### config.mk
export PLATFORM = sky130hd
export DESIGN_NAME = tcp_segment_rx
export DESIGN_NICKNAME = d
export VERILOG_FILES = /design/src/logic/tcp_rx_pkg.sv /design/src/logic/tcp_segment_rx.sv /design/src/logic/tcp_segment_meter.sv /design/src/logic/tcp_rx_fifo.sv /design/src/logic/tcp_header_parser.sv
export SDC_FILE = /design/constraint.sdc
export NUM_CORES = 2
export LEC_CHECK = 0
export ABC_CLOCK_PERIOD_IN_PS = 8900
export BUFFER_PORTS_ARGS = -buffer_cell sky130_fd_sc_hd__buf_2
export CORE_ASPECT_RATIO = 1.5
export CORE_UTILIZATION = 55
export DETAILED_ROUTE_END_ITERATION = 10
export GPL_TIMING_DRIVEN = 0
export PLACE_DENSITY = 0.73
export SETUP_SLACK_MARGIN = 0.15
export SLEW_MARGIN = 20
export SYNTH_ARGS = -nofsm -noshare
export SYNTH_HDL_FRONTEND = slang
export SYNTH_SLANG_ARGS = --single-unit
### constraint.sdc
create_clock -name i_clk -period 8.9 [get_ports i_clk]
set_input_delay 0.89 -clock i_clk [delete_from_list [all_inputs] [get_ports i_clk]]
set_output_delay 0.89 -clock i_clk [all_outputs]
set_load 0.05 [all_outputs]
### src/logic/tcp_rx_pkg.sv
`default_nettype none

package tcp_rx_pkg;

    // byte positions inside the TCP header, counted from the first byte of the segment.
    localparam logic [5:0] HDR_MIN_BYTES = 6'd20; // header without options.
    localparam logic [5:0] SEQ_POS       = 6'd4;
    localparam logic [5:0] ACK_POS       = 6'd8;
    localparam logic [5:0] OFFS_POS      = 6'd12; // data offset in the upper nibble.
    localparam logic [5:0] FLAGS_POS     = 6'd13;
    localparam logic [5:0] WIN_POS       = 6'd14;

    // depth must stay a power of two because the FIFO derives full from the top count bit.
    localparam int FIFO_DEPTH = 16;
    localparam int FIFO_AW    = $clog2(FIFO_DEPTH);

    // one record per segment that got past its fixed header.
    typedef struct packed {
        logic [31:0] seq;
        logic [31:0] ack;
        logic [3:0]  data_offs;
        logic [7:0]  flags;
        logic [15:0] window;
        logic        no_payload; // segment ended at or before the end of its header.
    } tcp_hdr_t;

    typedef struct packed {
        logic [7:0] data;
        logic       last;
    } pay_beat_t;

endpackage

`default_nettype wire
### src/logic/tcp_segment_rx.sv
`timescale 1ns/1ps
`default_nettype none

module tcp_segment_rx (
    input  logic        i_clk,
    input  logic        i_rst,
    input  logic [7:0]  i_tdata,
    input  logic        i_tvalid,
    input  logic        i_tlast,
    output logic        o_tready,
    output logic        o_short_seg,
    output logic        o_seg_valid,
    output logic [31:0] o_seq,
    output logic [31:0] o_ack,
    output logic [7:0]  o_flags,
    output logic [15:0] o_window,
    output logic [3:0]  o_data_offs,
    output logic [15:0] o_pay_len,
    output logic [15:0] o_pay_sum
);

    logic                  hdr_push;
    logic                  hdr_pop;
    logic                  hdr_full;
    logic                  hdr_empty;
    tcp_rx_pkg::tcp_hdr_t  hdr_rec;
    tcp_rx_pkg::tcp_hdr_t  hdr_head;

    logic                  pay_push;
    logic                  pay_pop;
    logic                  pay_full;
    logic                  pay_empty;
    tcp_rx_pkg::pay_beat_t pay_rec;
    tcp_rx_pkg::pay_beat_t pay_head;

    tcp_header_parser parser (
        .i_clk       (i_clk),
        .i_rst       (i_rst),
        .i_tdata     (i_tdata),
        .i_tvalid    (i_tvalid),
        .i_tlast     (i_tlast),
        .i_hdr_full  (hdr_full),
        .i_pay_full  (pay_full),
        .o_tready    (o_tready),
        .o_hdr_push  (hdr_push),
        .o_hdr_rec   (hdr_rec),
        .o_pay_push  (pay_push),
        .o_pay_rec   (pay_rec),
        .o_short_seg (o_short_seg)
    );

    // header records and payload bytes queue separately, in segment order.
    tcp_rx_fifo #(.t_entry(tcp_rx_pkg::tcp_hdr_t)) hdr_fifo (
        .i_clk   (i_clk),
        .i_rst   (i_rst),
        .i_push  (hdr_push),
        .i_data  (hdr_rec),
        .i_pop   (hdr_pop),
        .o_data  (hdr_head),
        .o_empty (hdr_empty),
        .o_full  (hdr_full)
    );

    tcp_rx_fifo #(.t_entry(tcp_rx_pkg::pay_beat_t)) pay_fifo (
        .i_clk   (i_clk),
        .i_rst   (i_rst),
        .i_push  (pay_push),
        .i_data  (pay_rec),
        .i_pop   (pay_pop),
        .o_data  (pay_head),
        .o_empty (pay_empty),
        .o_full  (pay_full)
    );

    tcp_segment_meter meter (
        .i_clk       (i_clk),
        .i_rst       (i_rst),
        .i_hdr       (hdr_head),
        .i_hdr_empty (hdr_empty),
        .i_pay       (pay_head),
        .i_pay_empty (pay_empty),
        .o_hdr_pop   (hdr_pop),
        .o_pay_pop   (pay_pop),
        .o_seg_valid (o_seg_valid),
        .o_seq       (o_seq),
        .o_ack       (o_ack),
        .o_flags     (o_flags),
        .o_window    (o_window),
        .o_data_offs (o_data_offs),
        .o_pay_len   (o_pay_len),
        .o_pay_sum   (o_pay_sum)
    );

endmodule

`default_nettype wire

### src/logic/tcp_segment_meter.sv
`timescale 1ns/1ps
`default_nettype none

module tcp_segment_meter (
    input  logic                  i_clk,
    input  logic                  i_rst,
    input  tcp_rx_pkg::tcp_hdr_t  i_hdr,
    input  logic                  i_hdr_empty,
    input  tcp_rx_pkg::pay_beat_t i_pay,
    input  logic                  i_pay_empty,
    output logic                  o_hdr_pop,
    output logic                  o_pay_pop,
    output logic                  o_seg_valid,
    output logic [31:0]           o_seq,
    output logic [31:0]           o_ack,
    output logic [7:0]            o_flags,
    output logic [15:0]           o_window,
    output logic [3:0]            o_data_offs,
    output logic [15:0]           o_pay_len,
    output logic [15:0]           o_pay_sum
);

    typedef enum logic {IDLE, DRAIN} state_t;

    state_t               state;
    tcp_rx_pkg::tcp_hdr_t hdr_q;    // header of the segment being drained.
    logic [15:0]          len;
    logic [15:0]          sum;
    logic [15:0]          len_next;
    logic [15:0]          sum_next;
    logic                 seg_valid;

    assign o_hdr_pop = state == IDLE && !i_hdr_empty;
    assign o_pay_pop = state == DRAIN && !i_pay_empty;

    assign len_next = len + 16'd1;
    assign sum_next = sum + {8'd0, i_pay.data}; // wraps modulo 65536.

    assign o_seg_valid = seg_valid;

    always_ff @(posedge i_clk) begin
        if (i_rst) begin
            state     <= IDLE;
            seg_valid <= 1'b0;
        end else begin
            seg_valid <= 1'b0;
            case (state)
                IDLE: begin
                    if (o_hdr_pop) begin
                        if (i_hdr.no_payload) begin
                            seg_valid <= 1'b1;
                        end else begin
                            state <= DRAIN;
                        end
                    end
                end
                DRAIN: begin
                    if (o_pay_pop && i_pay.last) begin
                        seg_valid <= 1'b1;
                        state     <= IDLE;
                    end
                end
                default: begin
                    state <= IDLE;
                end
            endcase
        end
    end

    // result fields load in the same cycle that raises the pulse.
    always_ff @(posedge i_clk) begin
        if (o_hdr_pop) begin
            hdr_q <= i_hdr;
            len   <= '0;
            sum   <= '0;
            if (i_hdr.no_payload) begin
                o_seq       <= i_hdr.seq;
                o_ack       <= i_hdr.ack;
                o_flags     <= i_hdr.flags;
                o_window    <= i_hdr.window;
                o_data_offs <= i_hdr.data_offs;
                o_pay_len   <= '0;
                o_pay_sum   <= '0;
            end
        end
        if (o_pay_pop) begin
            len <= len_next;
            sum <= sum_next;
            if (i_pay.last) begin
                o_seq       <= hdr_q.seq;
                o_ack       <= hdr_q.ack;
                o_flags     <= hdr_q.flags;
                o_window    <= hdr_q.window;
                o_data_offs <= hdr_q.data_offs;
                o_pay_len   <= len_next;
                o_pay_sum   <= sum_next;
            end
        end
    end

endmodule

`default_nettype wire

### src/logic/tcp_rx_fifo.sv
`timescale 1ns/1ps
`default_nettype none

module tcp_rx_fifo #(
    parameter type t_entry = logic [7:0]
) (
    input  logic   i_clk,
    input  logic   i_rst,
    input  logic   i_push,
    input  t_entry i_data,
    input  logic   i_pop,
    output t_entry o_data,
    output logic   o_empty,
    output logic   o_full
);

    t_entry mem [tcp_rx_pkg::FIFO_DEPTH];

    logic [tcp_rx_pkg::FIFO_AW-1:0] wr_ptr;
    logic [tcp_rx_pkg::FIFO_AW-1:0] rd_ptr;
    logic [tcp_rx_pkg::FIFO_AW:0]   count;
    logic                           do_push;
    logic                           do_pop;

    assign o_empty = count == '0;
    assign o_full  = count[tcp_rx_pkg::FIFO_AW]; // count reaches the depth only when full.

    // requests that would overflow or underflow are dropped here.
    assign do_push = i_push && !o_full;
    assign do_pop  = i_pop && !o_empty;

    assign o_data = mem[rd_ptr];

    always_ff @(posedge i_clk) begin
        if (do_push) begin
            mem[wr_ptr] <= i_data;
        end
    end

    always_ff @(posedge i_clk) begin
        if (i_rst) begin
            wr_ptr <= '0;
            rd_ptr <= '0;
            count  <= '0;
        end else begin
            if (do_push) begin
                wr_ptr <= wr_ptr + 1'b1; // pointers wrap on their own.
            end
            if (do_pop) begin
                rd_ptr <= rd_ptr + 1'b1;
            end

            case ({do_push, do_pop})
                2'b10: begin
                    count <= count + 1'b1;
                end
                2'b01: begin
                    count <= count - 1'b1;
                end
                default: begin
                    count <= count;
                end
            endcase
        end
    end

endmodule

`default_nettype wire

### src/logic/tcp_header_parser.sv
`timescale 1ns/1ps
`default_nettype none

module tcp_header_parser (
    input  logic                  i_clk,
    input  logic                  i_rst,
    input  logic [7:0]            i_tdata,
    input  logic                  i_tvalid,
    input  logic                  i_tlast,
    input  logic                  i_hdr_full,
    input  logic                  i_pay_full,
    output logic                  o_tready,
    output logic                  o_hdr_push,
    output tcp_rx_pkg::tcp_hdr_t  o_hdr_rec,
    output logic                  o_pay_push,
    output tcp_rx_pkg::pay_beat_t o_pay_rec,
    output logic                  o_short_seg
);

    typedef enum logic {HEADER, PAYLOAD} state_t;

    state_t      state;
    logic [5:0]  counter;   // index of the byte being taken while in HEADER.
    logic [5:0]  hdr_last;  // index of the final header byte, options included.
    logic        take;
    logic        hdr_done;
    logic        short_seg;

    logic [31:0] seq;
    logic [31:0] ack;
    logic [3:0]  data_offs;
    logic [7:0]  flags;
    logic [15:0] window;

    // stall the source as soon as either side has no room.
    assign o_tready = !(i_hdr_full || i_pay_full);
    assign take     = i_tvalid && o_tready;

    assign hdr_last = {data_offs, 2'b00} - 6'd1;

    // the header counts as complete once the fixed 20 bytes are in; a tlast
    // inside the options still closes it, just without payload.
    assign hdr_done = (counter >= tcp_rx_pkg::HDR_MIN_BYTES - 6'd1) &&
                      (i_tlast || counter == hdr_last);

    assign o_hdr_push = take && state == HEADER && hdr_done;

    always_comb begin
        o_hdr_rec.seq        = seq;
        o_hdr_rec.ack        = ack;
        o_hdr_rec.data_offs  = data_offs;
        o_hdr_rec.flags      = flags;
        o_hdr_rec.window     = window;
        o_hdr_rec.no_payload = i_tlast; // push happens on tlast only when nothing follows.
    end

    assign o_pay_push     = take && state == PAYLOAD;
    assign o_pay_rec.data = i_tdata;
    assign o_pay_rec.last = i_tlast;

    assign o_short_seg = short_seg;

    // multi-byte fields arrive most significant byte first, so shift them in.
    always_ff @(posedge i_clk) begin
        if (take && state == HEADER) begin
            if (counter >= tcp_rx_pkg::SEQ_POS && counter < tcp_rx_pkg::SEQ_POS + 6'd4) begin
                seq <= {seq[23:0], i_tdata};
            end
            if (counter >= tcp_rx_pkg::ACK_POS && counter < tcp_rx_pkg::ACK_POS + 6'd4) begin
                ack <= {ack[23:0], i_tdata};
            end
            if (counter == tcp_rx_pkg::OFFS_POS) begin
                // HDR_MIN_BYTES[5:2] is the minimum offset in words.
                if (i_tdata[7:4] < tcp_rx_pkg::HDR_MIN_BYTES[5:2]) begin
                    data_offs <= tcp_rx_pkg::HDR_MIN_BYTES[5:2];
                end else begin
                    data_offs <= i_tdata[7:4];
                end
            end
            if (counter == tcp_rx_pkg::FLAGS_POS) begin
                flags <= i_tdata;
            end
            if (counter >= tcp_rx_pkg::WIN_POS && counter < tcp_rx_pkg::WIN_POS + 6'd2) begin
                window <= {window[7:0], i_tdata};
            end
        end
    end

    always_ff @(posedge i_clk) begin
        if (i_rst) begin
            state     <= HEADER;
            counter   <= '0;
            short_seg <= 1'b0;
        end else begin
            // a segment that ends inside the fixed header is dropped.
            short_seg <= take && state == HEADER && i_tlast &&
                         counter < tcp_rx_pkg::HDR_MIN_BYTES - 6'd1;

            if (take) begin
                case (state)
                    HEADER: begin
                        if (i_tlast) begin
                            counter <= '0;
                        end else if (hdr_done) begin
                            state   <= PAYLOAD;
                            counter <= '0;
                        end else begin
                            counter <= counter + 6'd1; // option bytes only advance the count.
                        end
                    end
                    PAYLOAD: begin
                        if (i_tlast) begin
                            state <= HEADER;
                        end
                    end
                    default: begin
                        state <= HEADER;
                    end
                endcase
            end
        end
    end

endmodule

`default_nettype wire

==> out/qor.yml <==
cts_buffer_depth: 3
vias_per_cell: 6.34
cellPowerDensity_nw_per_um2: 212
end_kind: "flop"
grt.total_usage_pct: 26.9
htreeDepth: 4
outcome: "complete, no violations"
synthAdderAreaFrac_pct: 0.551
worst_slew_pin_slew_ns: 1.23
worstPathMaxFanout: 10
ys_seq_area_share_pct: 78.1
most-common-layout-cells: "1848 x edfxtp_1, 417 x mux4_2, 218 x nand2_1"
rows: 166
hold_class: "flop to flop"
cp_num_buf_inv: 2
grt_pass1_wl_mm: 266
drive_above_1_share_pct: 24.6
finalPower_w: 0.0184
root_buffer: "clkbuf_16"
synthArstFlopShare_pct: 0
coreArea_um2: 136000
cpPeakStageDelay_ns: 0.71
dp_hpwl_mm: 118
via_count: 38046
drt_first_pass_iters: 5
wire_per_inst_um: 30.7
synthMuxAreaShare_pct: 13.8
min_period_ns: 4.47
cp-start-kind: "flop"
synth_fp_nets: 3674
dieArea_um2: 139000
syn2layout_area_growth_pct: 15.4
comb_power_share_pct: 2.3
timing.hold.ws_ns: 0.444
synth_simple_gate_area_share_pct: 2.46
ctsResizeCount: 0
r2r_setup_slack_ns: 4.43
fp.dieW_um: 304
initial_core_util_pct: 55.3
avgSynthCellArea_um2: 20.8
num_io_pins: 139
fmax_mhz: 224
first_global_vias: 39261
wirelength_mm: 184
post-cts-setup-buffers: 0
synthXorXnorAreaFrac_pct: 0.604
grt_max_degree: 38
tritoncts: "done"
drtIter0Drc: 4438
synthCells: 3630
fin_skew_ns: 0.0481
setup_violations: 0
fin_cells: 6000
yosys.cell_types.count: 53
maxCapViolCount: 0
worstPathCellList: "buf_4 > buf_1 > mux4_2 > mux4_2 > ha_1 > fa_1 > a21oi_1 > o21ai_0 > a21oi_1 > nor2_1 > xnor2_1 > nor2_1"
drv_slew: 0
grt.overflow.total: 0
finalCritPeriodShare_pct: 50.2
final_common_cell: "edfxtp_1"
power_frac_seq_pct: 55.8
synth_edf_count: 1848
swShare_pct: 20.4
dp_cells: 5670
cts_made_buffers: 172
ant_nets: 0
worst_ep_required_time_ns: 9.43
hold_viol: 0
drc: 0
path_class: "flop to flop"
crit_path_top_delay_cell: "buf_1"
path_delay_family: "multiplexers"
p_leak_nw: 28.2
worstSkewPairLatency_ns: 0.82
cts.sinks: 2016
yosys_warnings: 0
synth_top_family_by_area: "multiplexers"
dominantRegCellSynth: "edfxtp_1"
p_switching_w: 0.00376
rsz0062_at_grt: "false"
pwr-share-clk_pct: 41.9
globalplace.congestion: 0.780
fin_nets: 4125
die_y_um: 455
cts_hold_buf: 0
p_int_w: 0.0147
ys_ff_latch: 2016
antenna_found_initial: 5
arrival_ns: 4.99
port_buffers: 138
synth_compound_area_share_pct: 3.25
syn_area_um2: 75300
ir_worst_vdd_v: 0.000222
path_clk_slew_ns: 0.07
slew_headroom_pct: 18.3
## final cells by class
type	count	area, um^2
Antenna cell	3	7.51
Buffer	193	878
Clock buffer	235	4700
Clock inverter	91	1130
Fill cell	8797	49300
Inverter	23	86.3
Multi-Input combinational cell	1398	15700
Sequential cell	2016	58900
Tap cell	1764	2210
Timing Repair Buffer	277	3340
## layer usage
metal	track usage (%)	part of all wire [%]	routed length, um
met4	9.75	3.4	6270
met5	0	0	0
met3	4.90	8.5	15600
met1	33.6	36	65400
met2	47.3	53	96800
## logic make-up (layout without fill, tap and decap cells)
kind of cell | count (synthesis) | count (layout)
flops | 2016 | 2016
mux | 514 | 514
simple gates | 423 | 423
compound gates | 377 | 377
buf+inv | 216 | 819
xor+xnor | 52 | 52
fa+ha+maj | 32 | 32
other cells | 0 | 3
## worst min-delay path, delay by kind of cell, from the launching register on
family	cells	cell delay, ns
AO/OA/AOI/OAI	1	0.06
AND/OR/NAND/NOR	1	0.04
flip-flops	1	0.32
## final timing paths
| check | cells past startpoint | start | endpoint |
|---|---|---|---|
| max | 12 | flop | meter.sum[14] |
| min | 2 | meter.hdr_q[87] | meter.o_seq[26] |
| max reg2reg | 12 | flop | meter.sum[14] |
| min reg2reg | 2 | meter.hdr_q[87] | meter.o_seq[26] |
## metrics by stage
step	util (%)	setup WS (ns)	TNS [ns]	cell area, um^2
CTS	63.8	4.35	0	86900
global route	63.8	4.04	0	86900
detailed placement	59.5	4.43	0	81100
floorplan	-	0.275	0	75400
global placement	57.4	-8.43	-5484.76	78300
finish	63.8	4.43	0	86900
## flip-flops by register name, summed over array words and instances, names as in the netlist, 32 cells and up, named ones only
signal and flops:
meter.o_ack 32, meter.o_seq 32, pay_fifo.mem 144, meter.hdr_q 92
hdr_fifo.mem 1488, parser.ack 32, parser.seq 32
## cell usage after synthesis (2+ instances only)
cell type     n  area [um^2]
nand2_1     218          818
o211ai_1      2         15.0
buf_1        36          135
buf_2        33          165
o21a_1        2         15.0
and4_1        4         35.0
o21bai_1      2         15.0
a21oi_1      29          145
dfxtp_1     168         3360
or2_2         3         18.8
nor2_1       86          323
inv_1        22         82.6
ha_1         30          375
or4_1         2         15.0
buf_6        12          135
fa_1          2         40.0
nand2b_1      8         50.1
buf_4         2         15.0
mux4_2      417         9390
a31oi_1       3         18.8
and2_1       19          119
nand4_1       7         43.8
o21ai_1      91          455
mux2_2        2         22.5
o21ai_2       5         43.8
xor2_1       31          272
a211oi_1      3         22.5
clkbuf_1    110          413
xnor2_1      21          184
or3_1         3         18.8
edfxtp_1   1848        55500
and3_1        6         37.5
a22o_1        5         43.8
o21ai_0      41          205
a21o_1        3         22.5
nor4_1        4         25.0
mux2i_1      95          951
nor3b_1       3         22.5
nand3_1      34          170
nor2b_1      10         62.6
a22oi_1     185         1390
nor3_1       12         60.1
## power groups by stage
| stage | Sequential [W] | Clock, W | Combinational, W |
|---|---|---|---|
| 2_1_floorplan | 0.0106 | 0 | 0.000132 |
| 6_report | 0.0103 | 0.00772 | 0.000425 |
| 5_1_grt | 0.0103 | 0.00812 | 0.000451 |
| 3_3_place_gp | 0.0105 | 0 | 0.000414 |
| 3_5_place_dp | 0.0105 | 0 | 0.000426 |
| 4_1_cts | 0.0103 | 0.00778 | 0.000430 |
(Power assumes the default switching activity.)
